`src/common/pk_decode_macros.svh`:
```
// Protocol sizes and host address map for the t1 decoder, included by the RTL and testbench
`ifndef PK_DECODE_MACROS_SVH
`define PK_DECODE_MACROS_SVH

// ==================================================
// ML-DSA-87 t1 geometry
// ==================================================
`define PKD_K            8
`define PKD_N            256
`define PKD_COEFF_IN_W   10
`define PKD_COEFF_OUT_W  24
`define PKD_SHIFT        13
`define PKD_LANES        8
`define PKD_KEY_WORDS    ((`PKD_K * `PKD_N) / `PKD_LANES)
`define PKD_KEY_AW       8

// Coefficient memory holds four coefficients per entry
`define PKD_MEM_DEPTH    1024
`define PKD_MEM_AW       10

// ==================================================
// Wishbone host port
// ==================================================
`define PKD_WB_AW        14
// Region select in wb_adr[13:12]
`define PKD_REGION_REG   2'd0
`define PKD_REGION_KEY   2'd1
`define PKD_REGION_COEFF 2'd2

`endif

```
`src/common/pk_decode_pkg.sv`:
```
// Shared types for the t1 decoder datapath, imported by each RTL module
`default_nettype none
`include "pk_decode_macros.svh"

package pk_decode_pkg;

    // One key word, written raw by the host and read as coefficients by the unpacker
    typedef union packed {
        logic [`PKD_LANES*`PKD_COEFF_IN_W-1:0]       raw;
        // Lane 0 sits in the low bits
        logic [`PKD_LANES-1:0][`PKD_COEFF_IN_W-1:0] coeff;
    } t1_word_u;

    // Four decoded coefficients, one memory entry
    typedef logic [`PKD_LANES/2-1:0][`PKD_COEFF_OUT_W-1:0] coeff_quad_t;

    // Write request into one coefficient memory port
    typedef struct packed {
        logic                   wr_en;
        logic [`PKD_MEM_AW-1:0] addr;
    } mem_wr_req_t;

    // Single-cycle command pulses from the host registers
    typedef struct packed {
        logic                   start;
        logic                   zeroize;
        logic [`PKD_MEM_AW-1:0] dest_base;
    } dec_ctrl_t;

endpackage

`default_nettype wire

```
`src/pk_decode/pk_decode_counter.sv`:
```
// Key read address and coefficient write offset counters for the decode pass
`timescale 1ns/1ps
`default_nettype none
`include "pk_decode_macros.svh"

module pk_decode_counter
    import pk_decode_pkg::*;
(
    input  logic                   clk,
    input  logic                   reset_n,
    input  dec_ctrl_t              ctrl,
    input  logic                   rd_active,
    input  logic                   key_rd_valid,
    output logic                   key_rd_en,
    output logic [`PKD_KEY_AW-1:0] key_rd_addr,
    output logic                   read_last,
    output logic [`PKD_MEM_AW-1:0] base_addr,
    output logic [`PKD_MEM_AW-1:0] wr_offset
);

    logic [`PKD_KEY_AW-1:0] rd_count;

    always_ff @(posedge clk or negedge reset_n) begin
        if (!reset_n) begin
            rd_count    <= '0;
            key_rd_en   <= 1'b0;
            key_rd_addr <= '0;
            base_addr   <= '0;
            wr_offset   <= '0;
        end else if (ctrl.zeroize) begin
            rd_count    <= '0;
            key_rd_en   <= 1'b0;
            key_rd_addr <= '0;
            base_addr   <= '0;
            wr_offset   <= '0;
        end else begin
            if (ctrl.start) begin
                base_addr <= ctrl.dest_base;
            end
            // One key word read per READ cycle
            rd_count    <= rd_active ? rd_count + 1'b1 : '0;
            key_rd_en   <= rd_active;
            key_rd_addr <= rd_count;
            // Two memory entries per valid word
            wr_offset   <= key_rd_valid ? wr_offset + `PKD_MEM_AW'(2) : '0;
        end
    end

    assign read_last = rd_active && (rd_count == `PKD_KEY_AW'(`PKD_KEY_WORDS - 1));

endmodule

`default_nettype wire

```
`config.mk`:
```
export PLATFORM = sky130hd
export DESIGN_NAME = pk_decode_counter
export DESIGN_NICKNAME = d
export VERILOG_FILES = /design/src/common/pk_decode_pkg.sv /design/src/pk_decode/pk_decode_counter.sv
export VERILOG_INCLUDE_DIRS = /design/src /design/src/common
export SDC_FILE = /design/constraint.sdc
export NUM_CORES = 1
export LEC_CHECK = 0
export BUFFER_PORTS_ARGS = -buffer_cell sky130_fd_sc_hd__buf_2
export CAP_MARGIN = 20
export CORE_MARGIN = 2
export CORE_UTILIZATION = 45
export CTS_CLUSTER_SIZE = 12
export DETAILED_ROUTE_END_ITERATION = 10
export PLACE_DENSITY_LB_ADDON = 0.1
export SYNTH_ARGS = -nofsm -noshare
export SYNTH_HDL_FRONTEND = slang
export SYNTH_SLANG_ARGS = --single-unit
```
`constraint.sdc`:
```
create_clock -name clk -period 1.3 [get_ports clk]
set_input_delay 0.195 -clock clk [delete_from_list [all_inputs] [get_ports clk]]
set_output_delay 0.195 -clock clk [all_outputs]
set_load 0.02 [all_outputs]
```
== After elaboration in Yosys (flattened, before gate mapping) ==
Index checks and enable logic that the tools add are counted.

* $add $sub $neg: 2
* Eq/ne operators: 1
* Multiplexer cells: 8
* Reduce and logical (&&, ||, !) cells: 2

{| class="wikitable"
|+ Operators with widths
! cell !! count
|-
| 10-bit 2-to-1 mux || 4
|-
| 8-bit 2-to-1 mux || 3
|-
| 10-bit by 2-bit adder with 10-bit output (second input constant) || 1
|-
| 8-bit by 1-bit adder with 8-bit output (second input constant) || 1
|-
| 8-bit equality test (second input constant) || 1
|-
| 2-bit nonzero test || 1
|-
| 1-bit logical AND || 1
|-
| 1-bit 2-to-1 mux || 1
|}

* Bits in registers: 37
* Input port bits: 16
* Output and inout bits: 30
* Word-level logic and storage cells: 18

== Longest topological paths before layout ==
* Word-level depth: 3
* Mapped depth: 5
* Mapped depth without buffers: 4

== Least setup slack after synthesis ==
Ideal clock, no wire load.

* Path type: reg-to-reg
* Start: register wr_offset[1]
* End: register wr_offset[9]
* Library setup time: 0.078 ns
* Arrival time: 1.330 ns
* Required time: 1.222 ns
* Path slack: -0.108 ns
* Cell stages (with the launch flop): 5
* Buffers on the path: 0
* Period minus slack after synthesis: 1.408 ns
* Path through: dfrtp_1 -> ha_1 -> nand3_1 -> or3_1 -> a21oi_1

* Longest elaborated chain between the ends: 3

{| class="wikitable"
|+ RTL lines
! item !! line !! text
|-
| start: declaration || pk_decode_counter.sv:18 || <nowiki>output logic [`PKD_MEM_AW-1:0] wr_offset</nowiki>
|-
| start signal: assignment || pk_decode_counter.sv:45 || <nowiki>wr_offset <= key_rd_valid ? wr_offset + `PKD_MEM_AW'(2) : '0;</nowiki>
|-
| 10-bit by 2-bit adder with 10-bit output || pk_decode_counter.sv:45 ||
|-
| 10-bit 2-to-1 mux || pk_decode_counter.sv:45 ||
|-
| 10-bit 2-to-1 mux || pk_decode_counter.sv:30 || <nowiki>end else if (ctrl.zeroize) begin</nowiki>
|}

No other way between the ends.
A chain may end at the register's enable or synchronous reset.

== Worst setup path in the final report ==
* Start: register rd_count[0]
* End: output port read_last

* Longest elaborated chain between the ends: 2

{| class="wikitable"
|+ RTL lines
! item !! line !! text
|-
| start: declaration || pk_decode_counter.sv:21 || <nowiki>logic [`PKD_KEY_AW-1:0] rd_count;</nowiki>
|-
| start signal: assignment || pk_decode_counter.sv:41 || <nowiki>rd_count <= rd_active ? rd_count + 1'b1 : '0;</nowiki>
|-
| 8-bit equality test || pk_decode_counter.sv:49 || <nowiki>assign read_last = rd_active && (rd_count == `PKD_KEY_AW'(`PKD_KEY_WORDS - 1));</nowiki>
|-
| 1-bit logical AND || pk_decode_counter.sv:49 ||
|-
| end: declaration || pk_decode_counter.sv:16 || <nowiki>output logic read_last,</nowiki>
|}

No other way between the ends.

==> results.toml <==
[clock_network]
clock_tree.root_cell = "clkbuf_4"
clk_pin_slew_worst_paths_ns = 0.10
ctsHtreeMaxLevel = 2
insertion_delay_ns = 0.32
cts_buffers = 5
clockBufferDepth = 2
cts_tree = "done"
clkSinkCount = 36

[cells_and_area]
area_delta_synth_final_pct = 29.0
fillers = 281
nets = 203
seqCellArea_um2 = 906
multiInputGateArea_um2 = 554
drive_gt1_share_pct = 36.0
insertedDiodeCount = 0
final_cell_area_mm2 = 0.00190

[drt]
drt_iter0_drc = 41
avgRoutedWirePerCell_um = 12.7
wl_um = 2920
drt_first_pass_iters = 3
routed_via_density = 4.83
drc_errors = 0
ant_nets = 0
vias = 1112

[sta]
period_needed_ns = 1.54
rsz0062_at_grt = "yes"
period_share_pct = 119
hold_viol_final = 0
fin_skew_ns = 0.00300
worst_slack_ns = -0.241
timing.final.setup_violations = 2
fmax_mhz = 649
slew_viol_final = 0
worst_hold_slack_ns = 0.107

[grt]
grt_max_degree = 22
grt_usage_pct = 18.1
antenna_found_initial = 0
grt_pass1_vias = 1069
overflow = 0
grt_pass1_wl_um = 4820

[synth]
syn_avg_cell_area_um2 = 11.3
ys_seq_area_share_pct = 61.2
postSynthCellCount = 130
yosys_warnings = 0
ys_ff_latch = 36
synthesis.nets = 148
syn_area_mm2 = 0.00147
ys_types = 24

[setup_path]
cp_max_fo = 3
crit_path_start_kind = "flop"
crit_type = "reg2out"
endpoint_kind = "output port"
cp.arrival_ns = 1.35
worst-endpoint-required_ns = 1.11

[pwr]
power_mw = 1.96
power_density_mw_per_mm2 = 1030
leakage_nw = 0.974
ir_drop_mv = 0.556

[status]
violations = "negative setup slack"
status = "finished with violations"

[floorplan]
num_rows = 20
chipHeight_um = 61.2
dieWidth_um = 61.2
io_pins = 46
core-area_mm2 = 0.00308
die_area_mm2 = 0.00374
initial_core_util_pct = 47.8

[place]
dp_hpwl_um = 2150
place_area_mm2 = 0.00179
place_congestion = 0.791
io_buffers = 44

[min_path]
worstHoldPathType = "in2reg"

[job]
drv_cap = 0
cells in the mapped netlist, drive strengths merged:
master  count  area [um2]
nand2b      2        20.0
mux2i      10         100
and2        2        12.5
nand2       3        11.3
nand4       5        31.3
conb        1        3.75
inv         3        11.3
o211ai      1        7.51
dfrtp      36         901
or3         6        37.5
buf         3        23.8
a21oi       6        30.0
or4         1        7.51
o21ai       6        30.0
nor2b       8        50.1
clkbuf      3        11.3
xnor2       3        26.3
nand3       6        30.0
ha          2        25.0
xor2        3        26.3
nor2       20        75.1
state kept, by name, summed over array words and instances, names as in the netlist:
name and cells:
wr_offset 9, rd_count 8, base_addr 10, key_rd_en 1, key_rd_addr 8
timing repair:
item                                   CTS  global route
resized for setup                        2             3
endpoints found under the hold margin   15             0
hold buffers                             1             0
pin swaps                                2             3
cloned                                   0             0
setup buffers                            1             2
setup endpoints to repair                1             7
routing by layer:
layer / part of all wire (%) / up-vias / track usage (%)
met5: 0 / - / 0
met4: 1.7 / 0 / 8.39
met3: 4.3 / 6 / 3.78
met2: 51 / 32 / 30.4
met1: 42 / 532 / 22.3
li1: - / 542 / -
power breakdown:
group | switching [mW] | internal [mW]
Sequential | 0.0160 | 1.15
Combinational | 0.116 | 0.0749
Clock | 0.337 | 0.267
Total | 0.468 | 1.49
layout by cell type (no fill, tap or decap), drive strengths merged, types with 5 or more instances in the layout:
master / count
nand4: 5
a21oi: 6
clkbuf: 8
mux2i: 10
o21ai: 6
buf: 53
or3: 6
nor2b: 8
nor2: 20
dfrtp: 36
nand3: 6
metrics by stage:
stage / util, % / setup slack [ns] / setup TNS (ns) / instances
after floorplan: - / 0.0296 / 0 / 130
after global placement: 58.1 / 0.0892 / 0 / 218
after detailed placement: 58.1 / 0.0213 / 0 / 218
after CTS: 60.8 / -0.253 / -0.253 / 228
after global routing: 61.7 / -0.311 / -0.473 / 230
final: 61.7 / -0.241 / -0.323 / 230
worst paths after layout:
| kind | start | end | slack, ns | cells past startpoint |
|---|---|---|---|---|
| max in group asynchronous | reset_n | rd_count[6] | 0.53 | 3 |
| worst max-delay path | rd_count[0] | read_last | -0.24 | 4 |
| worst min register to register | wr_offset[1] | wr_offset[1] | 0.51 | 1 |
| worst min-delay path | ctrl[8] | base_addr[8] | 0.11 | 3 |
| min in group asynchronous | reset_n | rd_count[1] | 0.33 | 2 |
| worst max register to register | rd_count[0] | rd_count[4] | -0.08 | 7 |
final cells by class:
cell class / instances / share of cell area [%]
Tap cell: 44 / 2.90
Multi-Input combinational cell: 85 / 29.2
Inverter: 3 / 0.593
Sequential cell: 36 / 47.7
Timing Repair Buffer: 54 / 16.5
Clock buffer: 8 / 3.10
kinds of logic (layout without fill, tap and decap cells):
family	Yosys count	count (layout)	synth area share (%)
AND/OR/NAND/NOR	53	53	18.7
flip-flops	36	36	61.2
AO/OA/AOI/OAI	13	13	4.59
multiplexers	10	10	6.80
buffers and inverters	9	65	3.15
XOR/XNOR	6	6	3.57
adder cells (fa/ha/maj)	2	2	1.70
other	1	1	0.255
worst max-delay path, cell delays in order, from the launching register on:
cell	delay [ns]
dfrtp_1	0.41
ha_4	0.16
nand4_1	0.13
nor2_1	0.17
buf_4	0.16
Note: power is estimated with default switching activity, not from simulation.
