$ cat config.mk
export PLATFORM = sky130hd
export DESIGN_NAME = pk_decode_fsm
export DESIGN_NICKNAME = d
export VERILOG_FILES = /design/src/common/pk_decode_pkg.sv /design/src/pk_decode/pk_decode_fsm.sv
export VERILOG_INCLUDE_DIRS = /design/src /design/src/common
export SDC_FILE = /design/constraint.sdc
export NUM_CORES = 1
export LEC_CHECK = 0
export BUFFER_PORTS_ARGS = -buffer_cell sky130_fd_sc_hd__buf_4
export CORE_AREA = 2 2 39 41
export DETAILED_ROUTE_END_ITERATION = 10
export DIE_AREA = 0 0 41 43
export PLACE_DENSITY = 0.49
export RECOVER_POWER = 50
export SLEW_MARGIN = 0
export SYNTH_ARGS = -nofsm -noshare
export SYNTH_HDL_FRONTEND = slang
export SYNTH_SLANG_ARGS = --single-unit
$ cat constraint.sdc
create_clock -name clk -period 1.6 [get_ports clk]
set_input_delay 0.16 -clock clk [delete_from_list [all_inputs] [get_ports clk]]
set_output_delay 0.16 -clock clk [all_outputs]
set_load 0.02 [all_outputs]
$ cat src/common/pk_decode_macros.svh
// Protocol sizes and host address map for the t1 decoder, included by the RTL and testbench
`ifndef PK_DECODE_MACROS_SVH
`define PK_DECODE_MACROS_SVH

// ==================================================
// ML-DSA-87 t1 geometry
// ==================================================
`define PKD_K            8
`define PKD_N            256
`define PKD_COEFF_IN_W   10
`define PKD_COEFF_OUT_W  24
`define PKD_SHIFT        13
`define PKD_LANES        8
`define PKD_KEY_WORDS    ((`PKD_K * `PKD_N) / `PKD_LANES)
`define PKD_KEY_AW       8

// Coefficient memory holds four coefficients per entry
`define PKD_MEM_DEPTH    1024
`define PKD_MEM_AW       10

// ==================================================
// Wishbone host port
// ==================================================
`define PKD_WB_AW        14
// Region select in wb_adr[13:12]
`define PKD_REGION_REG   2'd0
`define PKD_REGION_KEY   2'd1
`define PKD_REGION_COEFF 2'd2

`endif

$ cat src/common/pk_decode_pkg.sv
// Shared types for the t1 decoder datapath, imported by each RTL module
`default_nettype none
`include "pk_decode_macros.svh"

package pk_decode_pkg;

    // One key word, written raw by the host and read as coefficients by the unpacker
    typedef union packed {
        logic [`PKD_LANES*`PKD_COEFF_IN_W-1:0]       raw;
        // Lane 0 sits in the low bits
        logic [`PKD_LANES-1:0][`PKD_COEFF_IN_W-1:0] coeff;
    } t1_word_u;

    // Four decoded coefficients, one memory entry
    typedef logic [`PKD_LANES/2-1:0][`PKD_COEFF_OUT_W-1:0] coeff_quad_t;

    // Write request into one coefficient memory port
    typedef struct packed {
        logic                   wr_en;
        logic [`PKD_MEM_AW-1:0] addr;
    } mem_wr_req_t;

    // Single-cycle command pulses from the host registers
    typedef struct packed {
        logic                   start;
        logic                   zeroize;
        logic [`PKD_MEM_AW-1:0] dest_base;
    } dec_ctrl_t;

endpackage

`default_nettype wire

$ cat src/pk_decode/pk_decode_fsm.sv
// Sequencing FSM for one t1 decode pass, driving the read phase and reporting completion
`timescale 1ns/1ps
`default_nettype none
`include "pk_decode_macros.svh"

module pk_decode_fsm
    import pk_decode_pkg::*;
(
    input  logic      clk,
    input  logic      reset_n,
    input  dec_ctrl_t ctrl,
    input  logic      read_last,
    input  logic      key_rd_valid,
    output logic      rd_active,
    output logic      busy,
    output logic      done_pulse
);

    typedef enum logic [1:0] {
        IDLE  = 2'b00,
        READ  = 2'b01,
        WRITE = 2'b10,
        DONE  = 2'b11
    } state_e;

    state_e state;
    state_e state_next;

    always_ff @(posedge clk or negedge reset_n) begin
        if (!reset_n) begin
            state <= IDLE;
        end else if (ctrl.zeroize) begin
            state <= IDLE;
        end else begin
            state <= state_next;
        end
    end

    always_comb begin
        state_next = state;
        case (state)
            IDLE: begin
                if (ctrl.start) begin
                    state_next = READ;
                end
            end
            READ: begin
                if (read_last) begin
                    state_next = WRITE;
                end
            end
            // Drain the words still in flight through the unpacker
            WRITE: begin
                if (!key_rd_valid) begin
                    state_next = DONE;
                end
            end
            default: begin
                state_next = IDLE;
            end
        endcase
    end

    assign rd_active = (state == READ);
    assign busy      = (state != IDLE);

    always_ff @(posedge clk or negedge reset_n) begin
        if (!reset_n) begin
            done_pulse <= 1'b0;
        end else begin
            done_pulse <= (state == DONE) && !ctrl.zeroize;
        end
    end

endmodule

`default_nettype wire

Word-level counts from Yosys, hierarchy flattened
Index checks and enable logic that the tools add are counted.
{"block": "op_classes", "mux": 5, "n_eq_ne": 6, "reduce_logical": 5}
{"op": "$ne 3x3->1 const B", "count": 3}
{"op": "$mux 2", "count": 4}
{"op": "$pmux 2 s3", "count": 1}
{"op": "$eq 2x2->1 const B", "count": 2}
{"op": "$reduce_and 3->1", "count": 1}
{"op": "$eq 2x1->1 const B", "count": 1}
{"op": "$logic_not 2->1", "count": 1}
{"op": "$reduce_bool 2->1", "count": 1}
{"op": "$logic_and 1x1->1", "count": 1}
{"op": "$logic_not 1->1", "count": 1}
{"block": "word_totals", "inputBits": 16, "word_cells": 18, "register_bits": 3}

Depth between registers and ports, before layout
{"block": "depth", "word_depth": 3, "mapped_depth": 5}

Worst setup path before layout
OpenSTA, ideal clock, no wires.
{"block": "synth_timing", "path_type": "reg-to-reg", "from": "register state[1]", "to": "register state[0]", "setup_time_ps": 87, "path_stages_with_launch": 6, "slack_ps": 184, "n_path_buf": 0, "period_less_slack_ps": 1416, "arrival_ps": 1329, "required_ps": 1513, "path_cell_list": "dfrtp_1 > inv_1 > ha_1 > nor2b_4 > a221o_1 > a211oi_2"}
{"block": "synth_between", "elab_chain_cells": 3, "elab_cells_between_ends": 9, "classes_between": "eq/ne (5); mux (2); reduce/logical (2)"}
{"element": "from (decl)", "line": "pk_decode_fsm.sv:26", "rtl": "state_e state;"}
{"element": "from (signal assigned)", "line": "pk_decode_fsm.sv:35", "rtl": "state <= state_next;"}
{"element": "$eq 2x1->1 (*)"}
{"element": "via rd_active", "line": "pk_decode_fsm.sv:14", "rtl": "output logic rd_active,"}
{"element": "$ne 3x3->1 (no source line) / $pmux 2 s3 (equally long branches)"}
{"element": "$reduce_and 3->1 (no source line) / $mux 2 (equally long branches)"}
Mark *: on every way through the listed nets, which the timed path passes. The rest lies on a longest branch.
A chain may end at the register's enable or synchronous reset.

Worst setup path after layout
{"block": "layout_timing", "from": "register state[1]", "to": "register state[0]"}
{"block": "layout_between", "elab_chain_cells": 3, "elab_cells_between_ends": 9, "classes_between": "eq/ne (5); mux (2); reduce/logical (2)"}
{"element": "$eq 2x2->1, or another cell as far along", "line": "pk_decode_fsm.sv:41", "rtl": "case (state)"}
{"element": "$ne 3x3->1 (no source line) / $pmux 2 s3 (equally long branches)"}
{"element": "$reduce_and 3->1 (no source line) / $mux 2 (equally long branches)"}
Parallel ways exist; a longest one is shown, timed or not.

==> implementation parameters <==
Parameter                              Value

Run status
  Result of the run ... finished, final reports clean

Cells and area
  Area added between synthesis and finish ... 53.6%
  Area of combinational cells with multiple inputs ... 120 um^2
  Number of inserted diodes ... 0
  Layout cells sized above 1 ... 37.5%
  Total of fill cells in the finished design ... 153
  Final Net Count ... 53
  Storage cell area ... 75.1 um^2

Critical path
  Crit path cell chain ... inv_1, ha_1, nor2b_4, a221o_1, a211oi_2
  Register-to-register setup slack ... 0.18 ns
  Crit-path leading delay family ... compound AO/OA/AOI/OAI gates
  Critical path buffers and inverters ... 1
  Slowest stage cell, crit path ... sky130_fd_sc_hd__dfrtp_1
  Required @ worst endpoint ... 1.74 ns
  CP Max Fanout ... 4
  Category of the worst setup path launch point ... register
  Crit path capture type ... register
  CP arrival ... 1.56 ns
  Category of the critical setup timing path ... reg -> reg
  Largest stage delay on the critical path ... 0.40 ns

Synthesis
  Syn Std Cell Area ... 210 um^2
  Mux contribution to synthesized area ... 4.76%
  Adder and majority gate portion of the synthesized area ... 23.8%
  Combinational family with the most area after synthesis ... adder cells
  Synth Area in Simple Gates ... 17.9%
  Yosys synthesis warning count ... 0
  Number of distinct standard cells referenced by the synthesized netlist ... 10
  Syn Area/Cell ... 11.1 um^2
  Mapped Nets ... 39
  Gate Count Post-Synth ... 19
  Xor and xnor fraction of the mapped netlist area ... 0%
  Compound-Gate Fraction of Synth Area ... 10.7%
  Share of synthesized area occupied by flip-flops and latches ... 35.7%
  Total of flip-flops plus latches after synthesis ... 3

Place
  Post-detail-place hpwl ... 311 um
  Placer congestion estimate ... 0.686
  Pre-CTS setup slack ... 0.192 ns
  Number of I/O port buffers ... 8

Power and ir drop
  Comb power frac ... 55.7%
  Power per cell area ... 1810 mW/mm^2
  Largest voltage drop on the vdd net ... 0.637 mV
  Internal portion of total power ... 353 uW
  Power after layout ... 586 uW
  Share of total power in sequential cells ... 22.1%
  Sw power ... 232 uW
  Clk pwr share ... 22.2%
  Static leakage power ... 0.000165 uW
  Switching power as a share of total power ... 39.7%

Die
  CORE AREA ... 0.00138 mm^2
  Die height ... 43 um
  Initial Util ... 15.2%
  Die Area ... 0.00176 mm^2
  Die X-Extent ... 41 um
  Number of top-level pins ... 19
  Row Count ... 14

STA
  Setup TNS Final ... 0 ns
  Setup-failing EPs final ... 0
  Final-report max-slew violation count ... 0
  Tightest Pin Transition ... 0.210 ns
  Final cycle utilization of the critical path ... 88.7%
  Clk_skew ... 0.00122 ns
  Max_slew headroom ... 85.9%
  Shortest period the worst path allows ... 1.42 ns
  Achievable frequency ... 0.705 GHz
  Final hold vios ... 0
  Setup repair after global routing missed its margin ... no
  Post-route worst setup slack ... 0.181 ns

Clock network
  Buffers inserted by post-CTS timing repair ... 0
  Number of buffers created by CTS ... 3
  Number of buffers on the longest clock path ... 2
  Clk sinks ... 3
  Library cell used as clock root buffer ... sky130_fd_sc_hd__clkbuf_4
  TritonCTS clock tree ... built
  CTS clock-pin slew for the worst setup and hold paths ... 0.03 ns
  Number of instances resized during post-cts repair ... 0
  H-Tree Depth ... 1
  Hold buffer count at cts ... 1
  Clock Latency Late Sink ... 0.23 ns

Global route
  Vias in the first global route ... 188
  GR Overflow Total ... 0
  First-pass GRT wire length ... 696 um
  Largest net degree at the start of global routing ... 5
  Antenna violations before repair ... 0
  Global-route usage over all layers ... 5.92%

Detailed routing
  Number of detailed-route iterations in the first pass ... 1
  Via density ... 3.75
  DRC viols ... 0
  Initial detailed-routing violation count ... 0
  Count of antenna-violating nets left after detailed routing ... 0
  Vias ... 180
  Average routed wire per standard cell ... 8.29 um
  Detailed Route WL ... 398 um

Flow run
  Max capacitance violation total ... 0

Worst hold path
  Min-Delay Path Class ... in -> reg
==> layer usage <==
metal	vias to the layer above	routed length [um]	GRT usage (%)
li1	87	-	-
met1	81	193	7.07
met2	12	157	7.81
met3	0	47	4.71
met4	0	0	2.00
met5	-	0	0
==> area by class of cell <==
type / instances / share of cell area [%]
Clock buffer: 4 / 8.14
Inverter: 4 / 4.65
Multi-Input combinational cell: 12 / 37.2
Sequential cell: 3 / 23.3
Tap cell: 16 / 6.20
Timing Repair Buffer: 9 / 20.5
==> stage by stage <==
stage / hold WS [ns] / instances / utilization, % / instance area [um^2]
final: 0.110 / 48 / 23.3 / 323
after detailed placement: -0.0479 / 43 / 21.0 / 290
after floorplan: -0.136 / 19 / - / 210
after global routing: 0.108 / 48 / 23.3 / 323
after global placement: -0.0473 / 43 / 21.0 / 290
after CTS: 0.102 / 48 / 23.6 / 327
==> power groups by stage <==
stage	registers (uW)	logic, uW	clock network [uW]
floorplan	126	230	0
global placement	132	327	0
detailed placement	131	325	0
CTS	130	331	137
global route	138	367	139
finish	130	326	130
==> state kept, by name (all words and copies together) (netlist names) <==
signal,cells
done_pulse,1
state,2
==> Yosys cell counts <==
cell type,number,area (um^2)
sky130_fd_sc_hd__nor2b_1,1,6.26
sky130_fd_sc_hd__inv_1,4,15.0
sky130_fd_sc_hd__nor2b_4,1,13.8
sky130_fd_sc_hd__nand2b_1,2,12.5
sky130_fd_sc_hd__nor3_1,1,5.00
sky130_fd_sc_hd__mux2i_1,1,10.0
sky130_fd_sc_hd__a211oi_2,1,12.5
sky130_fd_sc_hd__ha_1,4,50.1
sky130_fd_sc_hd__dfrtp_1,3,75.1
sky130_fd_sc_hd__a221o_1,1,10.0
==> cells by family (layout without fill, tap and decap cells) <==
family	Yosys count	in the layout
simple gates	5	5
fa+ha+maj	4	4
buf+inv	4	17
flops	3	3
compound gates	2	2
mux	1	1
==> path summary, 6_finish.rpt <==
kind                                            from                   end  cells past startpoint
worst max-delay path            state[1]$_DFFE_PN0P_  state[0]$_DFFE_PN0P_                      5
worst min-delay path                        ctrl[10]  state[0]$_DFFE_PN0P_                      2
worst max register to register  state[1]$_DFFE_PN0P_  state[0]$_DFFE_PN0P_                      5
worst min register to register  state[1]$_DFFE_PN0P_  state[1]$_DFFE_PN0P_                      2
max in group asynchronous                    reset_n  state[1]$_DFFE_PN0P_                      2
min in group asynchronous                    reset_n  done_pulse$_DFF_PN0_                      2
==> cell usage in the layout (no fill, tap or decap) <==
cell / netlist / layout
sky130_fd_sc_hd__buf_4: 0 / 7
sky130_fd_sc_hd__inv_1: 4 / 4
sky130_fd_sc_hd__ha_1: 4 / 4
sky130_fd_sc_hd__clkbuf_4: 0 / 3
sky130_fd_sc_hd__dfrtp_1: 3 / 3
sky130_fd_sc_hd__nand2b_1: 2 / 2
sky130_fd_sc_hd__clkbuf_1: 0 / 2
sky130_fd_sc_hd__nor2b_1: 1 / 1
sky130_fd_sc_hd__nor2b_4: 1 / 1
sky130_fd_sc_hd__a221o_1: 1 / 1
sky130_fd_sc_hd__nor3_1: 1 / 1
sky130_fd_sc_hd__a211oi_2: 1 / 1
sky130_fd_sc_hd__mux2i_1: 1 / 1
sky130_fd_sc_hd__dlygate4sd3_1: 0 / 1
Power figures use the tool's default switching activity.
