==> config.mk <==
export PLATFORM = sky130hd
export DESIGN_NAME = wb_host_regs
export DESIGN_NICKNAME = d
export VERILOG_FILES = /design/src/common/pk_decode_pkg.sv /design/src/design/wb_host_regs.sv
export VERILOG_INCLUDE_DIRS = /design/src /design/src/common
export SDC_FILE = /design/constraint.sdc
export NUM_CORES = 1
export LEC_CHECK = 0
export BUFFER_PORTS_ARGS = -buffer_cell sky130_fd_sc_hd__buf_2
export CAP_MARGIN = 20
export CORE_AREA = 3 3 99 101
export DETAILED_ROUTE_END_ITERATION = 6
export DIE_AREA = 0 0 102 104
export HOLD_SLACK_MARGIN = 0.06
export SYNTH_ARGS = -nofsm -noshare
export SYNTH_HDL_FRONTEND = slang
export SYNTH_SLANG_ARGS = --single-unit
==> constraint.sdc <==
create_clock -name clk -period 1.8 [get_ports clk]
set_input_delay 0.09 -clock clk [delete_from_list [all_inputs] [get_ports clk]]
set_output_delay 0.09 -clock clk [all_outputs]
set_load 0.02 [all_outputs]
==> src/common/pk_decode_macros.svh <==
// Protocol sizes and host address map for the t1 decoder, included by the RTL and testbench
`ifndef PK_DECODE_MACROS_SVH
`define PK_DECODE_MACROS_SVH

// ==================================================
// ML-DSA-87 t1 geometry
// ==================================================
`define PKD_K            8
`define PKD_N            256
`define PKD_COEFF_IN_W   10
`define PKD_COEFF_OUT_W  24
`define PKD_SHIFT        13
`define PKD_LANES        8
`define PKD_KEY_WORDS    ((`PKD_K * `PKD_N) / `PKD_LANES)
`define PKD_KEY_AW       8

// Coefficient memory holds four coefficients per entry
`define PKD_MEM_DEPTH    1024
`define PKD_MEM_AW       10

// ==================================================
// Wishbone host port
// ==================================================
`define PKD_WB_AW        14
// Region select in wb_adr[13:12]
`define PKD_REGION_REG   2'd0
`define PKD_REGION_KEY   2'd1
`define PKD_REGION_COEFF 2'd2

`endif

==> src/common/pk_decode_pkg.sv <==
// Shared types for the t1 decoder datapath, imported by each RTL module
`default_nettype none
`include "pk_decode_macros.svh"

package pk_decode_pkg;

    // One key word, written raw by the host and read as coefficients by the unpacker
    typedef union packed {
        logic [`PKD_LANES*`PKD_COEFF_IN_W-1:0]       raw;
        // Lane 0 sits in the low bits
        logic [`PKD_LANES-1:0][`PKD_COEFF_IN_W-1:0] coeff;
    } t1_word_u;

    // Four decoded coefficients, one memory entry
    typedef logic [`PKD_LANES/2-1:0][`PKD_COEFF_OUT_W-1:0] coeff_quad_t;

    // Write request into one coefficient memory port
    typedef struct packed {
        logic                   wr_en;
        logic [`PKD_MEM_AW-1:0] addr;
    } mem_wr_req_t;

    // Single-cycle command pulses from the host registers
    typedef struct packed {
        logic                   start;
        logic                   zeroize;
        logic [`PKD_MEM_AW-1:0] dest_base;
    } dec_ctrl_t;

endpackage

`default_nettype wire

==> src/design/wb_host_regs.sv <==
// Wishbone classic slave for the decoder, holding CTRL/STATUS and routing key and coefficient access
`timescale 1ns/1ps
`default_nettype none
`include "pk_decode_macros.svh"

module wb_host_regs
    import pk_decode_pkg::*;
(
    input  logic                        clk,
    input  logic                        reset_n,
    input  logic                        wb_cyc,
    input  logic                        wb_stb,
    input  logic                        wb_we,
    input  logic [`PKD_WB_AW-1:0]       wb_adr,
    input  logic [31:0]                 wb_wdata,
    output logic [31:0]                 wb_rdata,
    output logic                        wb_ack,
    output dec_ctrl_t                   ctrl,
    input  logic                        busy,
    input  logic                        done_pulse,
    output logic                        key_wr_en,
    output logic [`PKD_KEY_AW-1:0]      key_wr_addr,
    output logic [1:0]                  key_wr_slice,
    output logic [31:0]                 key_wr_data,
    input  t1_word_u                    key_rd_word,
    output logic [11:0]                 host_rd_idx,
    input  logic [`PKD_COEFF_OUT_W-1:0] host_rd_coeff
);

    logic       wb_req;
    logic [1:0] region;
    logic       ctrl_wr;
    logic       done;

    // New request seen when strobed and not already in the ack cycle
    assign wb_req  = wb_cyc && wb_stb && !wb_ack;
    assign region  = wb_adr[13:12];
    assign ctrl_wr = wb_req && wb_we && (region == `PKD_REGION_REG) && (wb_adr[11:0] == 12'd0);

    assign key_wr_en    = wb_req && wb_we && (region == `PKD_REGION_KEY);
    assign key_wr_addr  = wb_adr[9:2];
    assign key_wr_slice = wb_adr[1:0];
    assign key_wr_data  = wb_wdata;
    assign host_rd_idx  = wb_adr[11:0];

    always_ff @(posedge clk or negedge reset_n) begin
        if (!reset_n) begin
            wb_ack <= 1'b0;
        end else begin
            wb_ack <= wb_req;
        end
    end

    // Start is dropped while busy or when paired with zeroize
    always_ff @(posedge clk or negedge reset_n) begin
        if (!reset_n) begin
            ctrl <= '0;
        end else begin
            ctrl.start   <= ctrl_wr && wb_wdata[0] && !wb_wdata[1] && !busy;
            ctrl.zeroize <= ctrl_wr && wb_wdata[1];
            if (ctrl_wr) begin
                ctrl.dest_base <= wb_wdata[16 +: `PKD_MEM_AW];
            end
        end
    end

    // Sticky done flag
    always_ff @(posedge clk or negedge reset_n) begin
        if (!reset_n) begin
            done <= 1'b0;
        end else if (ctrl.start || ctrl.zeroize) begin
            done <= 1'b0;
        end else if (done_pulse) begin
            done <= 1'b1;
        end
    end

    // Read mux, valid in the ack cycle while the master holds the address
    always_comb begin
        wb_rdata = '0;
        case (region)
            `PKD_REGION_REG: begin
                if (wb_adr[11:0] == 12'd1) begin
                    wb_rdata = {30'd0, done, busy};
                end
            end
            `PKD_REGION_KEY: begin
                case (key_wr_slice)
                    2'd0:    wb_rdata = key_rd_word.raw[31:0];
                    2'd1:    wb_rdata = key_rd_word.raw[63:32];
                    2'd2:    wb_rdata = {16'd0, key_rd_word.raw[79:64]};
                    default: wb_rdata = '0;
                endcase
            end
            `PKD_REGION_COEFF: begin
                wb_rdata = 32'(host_rd_coeff);
            end
            default: begin
                wb_rdata = '0;
            end
        endcase
    end

endmodule

`default_nettype wire

### Word level (Yosys, flattened, before mapping)

Cells that the tools add are included.

* bits in registers: 14
* input port bits: 157

* equality and inequality tests: 5
* multiplexer cells: 5
* reductions and logical operators: 18

Operator list (number)
* $pmux W32 S3: 2
* $eq A12 B1 Y1 const B: 1
* $logic_not A12 Y1: 1
* $logic_and A1 B1 Y1: 10
* $eq A2 B1 Y1 const B: 2
* $eq A2 B2 Y1 const B: 2
* $logic_not A2 Y1: 2
* $logic_not A1 Y1: 3
* $mux W1: 2
* $mux W2: 1
* $reduce_bool A2 Y1: 1
* $logic_or A1 B1 Y1: 1

### Logic depth before layout (Yosys ltp)

Gate-level depths: netlist of the first run.

* word-level depth: 8
* gate-level depth with buffers: 6
* gate-level depth less buffers: 4

### Worst setup path after synthesis of the first run

No wires, ideal clock.

* kind: flip-flop to flip-flop
* from: register wb_ack
* to: register ctrl[0] in the netlist's numbering
* setup time: 125 ps
* arrival: 1517 ps
* data required time: 1675 ps
* slack: 158 ps
* cell stages (with the launch flop): 6
* clock period less this slack: 1642 ps
* path through: dfrtp_1 -> and3b_1 -> nand2_1 -> or3_4 -> buf_6 -> mux2_4

* cells in the longest elaborated chain, start to end: 5

RTL lines
* start: declaration: line wb_host_regs.sv:17 `output logic wb_ack,`
* start signal: assignment: line wb_host_regs.sv:50 `wb_ack <= wb_req;`
* $logic_not A1 Y1: line wb_host_regs.sv:36 `assign wb_req = wb_cyc && wb_stb && !wb_ack;`
* $logic_and A1 B1 Y1: line wb_host_regs.sv:36
* named net wb_req: line wb_host_regs.sv:30 `logic wb_req;`
* $logic_and A1 B1 Y1 (3 in a row): line wb_host_regs.sv:38 `` assign ctrl_wr = wb_req && wb_we && (region == `PKD_REGION_REG) && (wb_adr[11:0] == 12'd0); ``
* end: declaration: line wb_host_regs.sv:18 `output dec_ctrl_t ctrl,`

The timed path passes the listed nets, and every way through them passes these cells.
A chain may end at the register's enable or synchronous reset.

### Worst setup path in the final report of the first run

* from: input wb_adr[1]
* to: output wb_rdata[0]

* cells in the longest elaborated chain, start to end: 3
* elaborated cells between the ends (all ways): 7
* classes of those cells: eq/ne (3); mux (3); reduce/logical (1)

RTL lines
* start: declaration: line wb_host_regs.sv:14 `` input logic [`PKD_WB_AW-1:0] wb_adr, ``
* $eq A12 B1 Y1, or another cell as far along: line wb_host_regs.sv:83 `if (wb_adr[11:0] == 12'd1) begin`
* $mux W2 or $pmux W32 S3 (tied branches): line wb_host_regs.sv:83, wb_host_regs.sv:88
* $pmux W32 S3 *: line wb_host_regs.sv:81 `case (region)`
* end: declaration: line wb_host_regs.sv:16 `output logic [31:0] wb_rdata,`

Mark *: on every way between the ends. The rest lies on a longest branch, timed or not.

==> reports/qor.yml, run 1 <==
p_comb_share_pct: 48.9
worst_pin_slew_ns: 0.331
crit_chain: "buf_2, nor4_2, nand4_1, buf_4, nor2_1, a221o_1, buf_2"
syn2layout_area_growth_pct: 49.3
rsz0062_at_grt: "false"
p_int_mw: 0.708
path_clk_slew_ns: 0.05
syn-num-nets: 389
fin_skew_ns: 0.000514
grt_pass1_wl_um: 10300
maxClockFrequency_mhz: 595
grt_pass1_vias: 2145
max_stage_delay_ns: 0.36
crit_path_top_delay_cell: "nor4_2"
cp.required_ns: 1.71
period_minus_slack_ns: 1.68
hold_viol: 0
rows: 35
power_mw: 1.11
coreArea_sq_um: 9110
maxCapViolCount: 0
min_path_type: "in2reg"
synth-seq-cells: 14
ys_seq_area_share_pct: 19.3
hold_slack_ns: 0.0882
finalSetupViolCount: 0
post_cts.repair.setup_buffers: 0
die_w_um: 102
grtUsageTotal_pct: 12.2
synth_warnings: 0
layout_common_cells: "buf_2, mux2i_1, nor2_1"
cp-end-kind: "output pin"
p_leak_nw: 1.64
path_max_fanout: 2
ant_nets: 0
multi_input_area_sq_um: 973
cts_resized: 0
avgSynthCellArea_sq_um: 7.81
dp_hpwl_um: 6040
wl_per_cell_um: 14.0
clockPowerShare_pct: 22.5
initial_core_util_pct: 19.9
fillers: 985
netlist_area_sq_um: 1810
clkLatencyLatePin_ns: 0.24
synth_cell_types: 26
die-area_sq_um: 10600
final_cell_area_sq_um: 2710
vias: 2144
cts_buffer_depth: 2
ir_worst_vdd_uv: 183
gp_congestion: 0.817
power.density_nw_per_um2: 410
nets: 554
drv_slew: 0
setup_tns_ns: 0
grt_start_max_net_pins: 23
power_frac_seq_pct: 28.6
critPathArrivalTime_ns: 1.59
dp.cells: 500
p_sw_share_pct: 36.1
vias_per_cell: 4.24
clock-root-buffer: "clkbuf_8"
port_buffers: 216
cts-buffers-inserted: 3
drc: 0
finalCritPeriodShare_pct: 93.3
place_area_sq_um: 2630
p_sw_mw: 0.400
tritoncts: "done"
diodes: 0
first_iter_violations: 55
instances_no_fill: 506
layout-drive-gt1-share_pct: 62.0
status: "completed"
cts.sinks: 14
drt-total-wl_um: 7100
worstSetupPathType: "in2out"
critPathMostFrequentCell: "buf_2"
grt-ovfl-total: 0
syn_inst: 232
drt_pass1_iterations: 4
htree_num_levels: 1
slew_headroom_pct: 77.9
final_common_cell: "buf_2"
die_h_um: 104
ff_latch_area_sq_um: 350
ioPinCount: 257
grt_antenna_before_repair: 0
critPathLaunchType: "input port"
[metal layers]
layer	GRT usage (%)	share of wire [%]	routed length [um]
met5	0	0	0
met1	13.8	38	2730
met3	2.62	7.8	552
met2	23.2	53	3760
met4	2.16	0.80	57
[stage by stage]
stage	util (%)	setup slack, ns
2_1_floorplan	-	0.158
3_3_place_gp	28.9	0.0414
3_5_place_dp	28.9	0.0104
4_1_cts	29.7	0.137
5_1_grt	29.7	0.0344
6_report	29.7	0.121
[kinds of logic (layout without fill, tap and decap cells)]
logic type / Yosys count / in the layout / share of synthesized area [%]
flip-flops: 14 / 14 / 19.3
buffers and inverters: 72 / 235 / 27.1
AND/OR/NAND/NOR: 64 / 64 / 16.0
AO/OA/AOI/OAI: 40 / 40 / 12.0
multiplexers: 42 / 42 / 25.6
[Yosys cell counts]
| cell type | count | share of area (%) |
|---|---|---|
| nand2b_1 | 1 | 0.35 |
| buf_1 | 1 | 0.21 |
| or2_2 | 1 | 0.35 |
| buf_6 | 2 | 1.2 |
| nor4_2 | 1 | 0.69 |
| mux2_4 | 8 | 6.6 |
| clkbuf_1 | 11 | 2.3 |
| mux2i_1 | 32 | 18 |
| dfrtp_1 | 14 | 19 |
| nor4_1 | 1 | 0.35 |
| nor4b_2 | 1 | 0.83 |
| nand2_1 | 23 | 4.8 |
| a2bb2oi_1 | 2 | 0.97 |
| or3_4 | 1 | 0.62 |
| and3b_1 | 1 | 0.48 |
| buf_2 | 2 | 0.55 |
| inv_1 | 2 | 0.41 |
| nor2_1 | 29 | 6.0 |
| nor2b_1 | 2 | 0.69 |
| buf_4 | 54 | 22 |
| o21ai_0 | 22 | 6.1 |
| mux2_2 | 2 | 1.2 |
| nand4_1 | 1 | 0.35 |
| a21oi_1 | 14 | 3.9 |
| a221o_1 | 2 | 1.1 |
| nor3_1 | 2 | 0.55 |
[state kept, by name, indices dropped and copies added, names as in the netlist]
register  flops
ctrl         12
done          1
wb_ack        1
[worst paths after layout]
check | startpoint | end | slack [ns] | depth (start not counted)
worst min register to register | ctrl[11] | done | 0.42 | 1
min in group asynchronous | reset_n | ctrl[5] | 0.28 | 2
worst max register to register | wb_ack | ctrl[3] | 0.20 | 4
max in group asynchronous | reset_n | ctrl[1] | 1.28 | 2
worst min-delay path | wb_wdata[23] | ctrl[7] | 0.09 | 2
worst max-delay path | wb_adr[1] | wb_rdata[0] | 0.12 | 7
[power by group through the flow]
| stage | logic [mW] | clock network [mW] | registers (mW) |
|---|---|---|---|
| finish | 0.542 | 0.249 | 0.317 |
| global route | 0.590 | 0.278 | 0.317 |
| CTS | 0.548 | 0.263 | 0.317 |
| detailed placement | 0.542 | 0 | 0.322 |
| global placement | 0.535 | 0 | 0.322 |
| floorplan | 0.378 | 0 | 0.324 |
[worst max-delay path, delay by kind of cell]
family / cells / cell delay (ns)
and+or+nand+nor: 3 / 0.83
buffers and inverters: 3 / 0.46
AOI/OAI and AO/OA: 1 / 0.20
[timing repair]
| item | in CTS | in global routing |
|---|---|---|
| hold buffers | 3 | 0 |
| endpoints found under the hold margin | 15 | 0 |
| setup endpoints to repair | 0 | 0 |
[layout make-up]
cell class | instances | share of cell area [%]
flip-flops and latches | 14 | 13.0
repair buffers | 230 | 44.1
clock buffers | 3 | 1.53
inverters | 2 | 0.278
well taps | 111 | 5.13
multi-input cells | 146 | 36.0
Power figures use the tool's default switching activity.
==> run 2: changes to the inputs <==
Settings changed: CORE_AREA 3 3 99 101 to 2 2 100 102.
==> run 2 against run 1 <==
  * Fmax up 3.5%
  * Sequential share of layout area about the same
  * Non-clock buffer count down 6
  * Hold slack better by 0.0017 ns
  * Die area unchanged
  * First-iteration DRC count down 55%
  * Clock-buffer cell count up 1
  * Via count up 0.14%
  * Sequential cell count unchanged
  * Routed wire length down 8.5%
  * Combinational power down 1%
  * Global-route usage down 1.3 points
  * Critical path type is now reg2reg
  * Highest routed layer unchanged
==> reports/qor.yml, run 2 (synthesized netlist as in run 1, its figures left out) <==
dp_hpwl_um: 5510
layout-drive-gt1-share_pct: 61.5
grt-ovfl-total: 0
finalCritPeriodShare_pct: 90.1
cp-end-kind: "register"
grtUsageTotal_pct: 10.9
drc: 0
vias_per_cell: 4.11
grt_antenna_before_repair: 0
die-area_sq_um: 10600
clock-root-buffer: "clkbuf_8"
worst_pin_slew_ns: 0.288
hold_end: "ctrl[1]"
grt_pass1_vias: 2010
power.density_nw_per_um2: 424
ir_worst_vdd_uv: 293
critPathArrivalTime_ns: 1.75
min_path_cells: 2
cp.required_ns: 1.93
setup_tns_ns: 0
path_max_fanout: 12
cts_hold_buf: 3
min_from: "wb_wdata[17]"
maxCapViolCount: 0
final_common_cell: "buf_2"
finalSetupViolCount: 0
coreArea_sq_um: 9550
grt_start_max_net_pins: 31
die_w_um: 102
cts-buffers-inserted: 3
drt-total-wl_um: 6500
diodes: 0
initial_core_util_pct: 19.0
die_h_um: 104
rr_worst_depth: 4
nets: 548
fin_skew_ns: 0.00301
worstSetupPathType: "reg2reg"
htree_num_levels: 1
layout_common_cells: "buf_2, mux2i_1, nor2_1"
grt_pass1_wl_um: 9270
wl_per_cell_um: 12.4
port_buffers: 216
ant_nets: 0
cts_resized: 0
maxClockFrequency_mhz: 616
cts.sinks: 14
largest_reg_flops: 12
critPathLaunchType: "register"
min_path_type: "in2reg"
ioPinCount: 257
path_clk_slew_ns: 0.05
drv_slew: 0
r2r_slack_ns: 0.18
gp_congestion: 0.717
place_area_sq_um: 2630
post_cts.repair.setup_buffers: 0
clkLatencyLatePin_ns: 0.24
p_leak_nw: 1.63
top_register: "ctrl"
hold_viol: 0
first_iter_violations: 25
cts_buffer_depth: 2
rows: 36
period_minus_slack_ns: 1.62
drt_pass1_iterations: 4
tritoncts: "done"
syn2layout_area_growth_pct: 49.8
vias: 2147
final_cell_area_sq_um: 2710
slew_headroom_pct: 80.6
top_regs: "ctrl x12, done x1, wb_ack x1"
r2r_end: "ctrl[4]"
status: "completed"
worstReg2RegStart: "wb_ack"
rsz0062_at_grt: "false"
-- run 2: final cells by class --
class                      count  area, sq um
fill                        1062         6840
inverter                       2         7.51
clock buffer                   4         55.1
tap                          133          166
multi-input combinational    146          973
timing repair buffer         224         1160
sequential                    14          350
-- run 2: metrics by stage --
| step | cells | hold WS (ns) | util (%) | total power, mW | setup slack [ns] |
|---|---|---|---|---|---|
| floorplan | 232 | -0.206 | - | 0.702 | 0.158 |
| global placement | 516 | -0.00415 | 27.5 | 0.849 | 0.129 |
| detailed placement | 516 | -0.00227 | 27.5 | 0.858 | 0.134 |
| CTS | 523 | 0.0835 | 28.4 | 1.16 | 0.146 |
| global route | 523 | 0.0825 | 28.4 | 1.23 | 0.0936 |
| finish | 523 | 0.0899 | 28.4 | 1.15 | 0.178 |
-- run 2: worst max path at each step --
stage / startpoint / end / slack, ns / cells past startpoint
floorplan: wb_ack / ctrl[0] / 0.16 / 5
global placement: wb_adr[4] / ctrl[4] / 0.13 / 5
detailed placement: wb_adr[4] / ctrl[0] / 0.13 / 5
CTS: wb_ack / ctrl[4] / 0.15 / 4
global route: wb_ack / ctrl[5] / 0.09 / 4
finish: wb_ack / ctrl[4] / 0.18 / 4
-- run 2: power breakdown --
group	total, mW	leakage, nW	switching (mW)	internal (mW)
sequential	0.317	0.190	0.000736	0.316
combinational	0.534	1.41	0.293	0.241
clock	0.301	0.0288	0.107	0.194
total	1.15	1.63	0.401	0.750
-- run 2: worst max-delay path, cell delays in order (launching register included) --
cell and delay, ns:
dfrtp_1 0.38, and3b_1 0.25, nand2_1 0.09, or3_4 0.45, mux2_4 0.33
-- run 2: metal layers --
| metal | track usage (%) | vias up | routed length, um |
|---|---|---|---|
| met5 | 0 | - | 0 |
| met4 | 2.38 | 0 | 59 |
| met3 | 1.28 | 14 | 573 |
| met2 | 21.9 | 132 | 3330 |
| met1 | 11.8 | 957 | 2530 |
| li1 | - | 1044 | - |
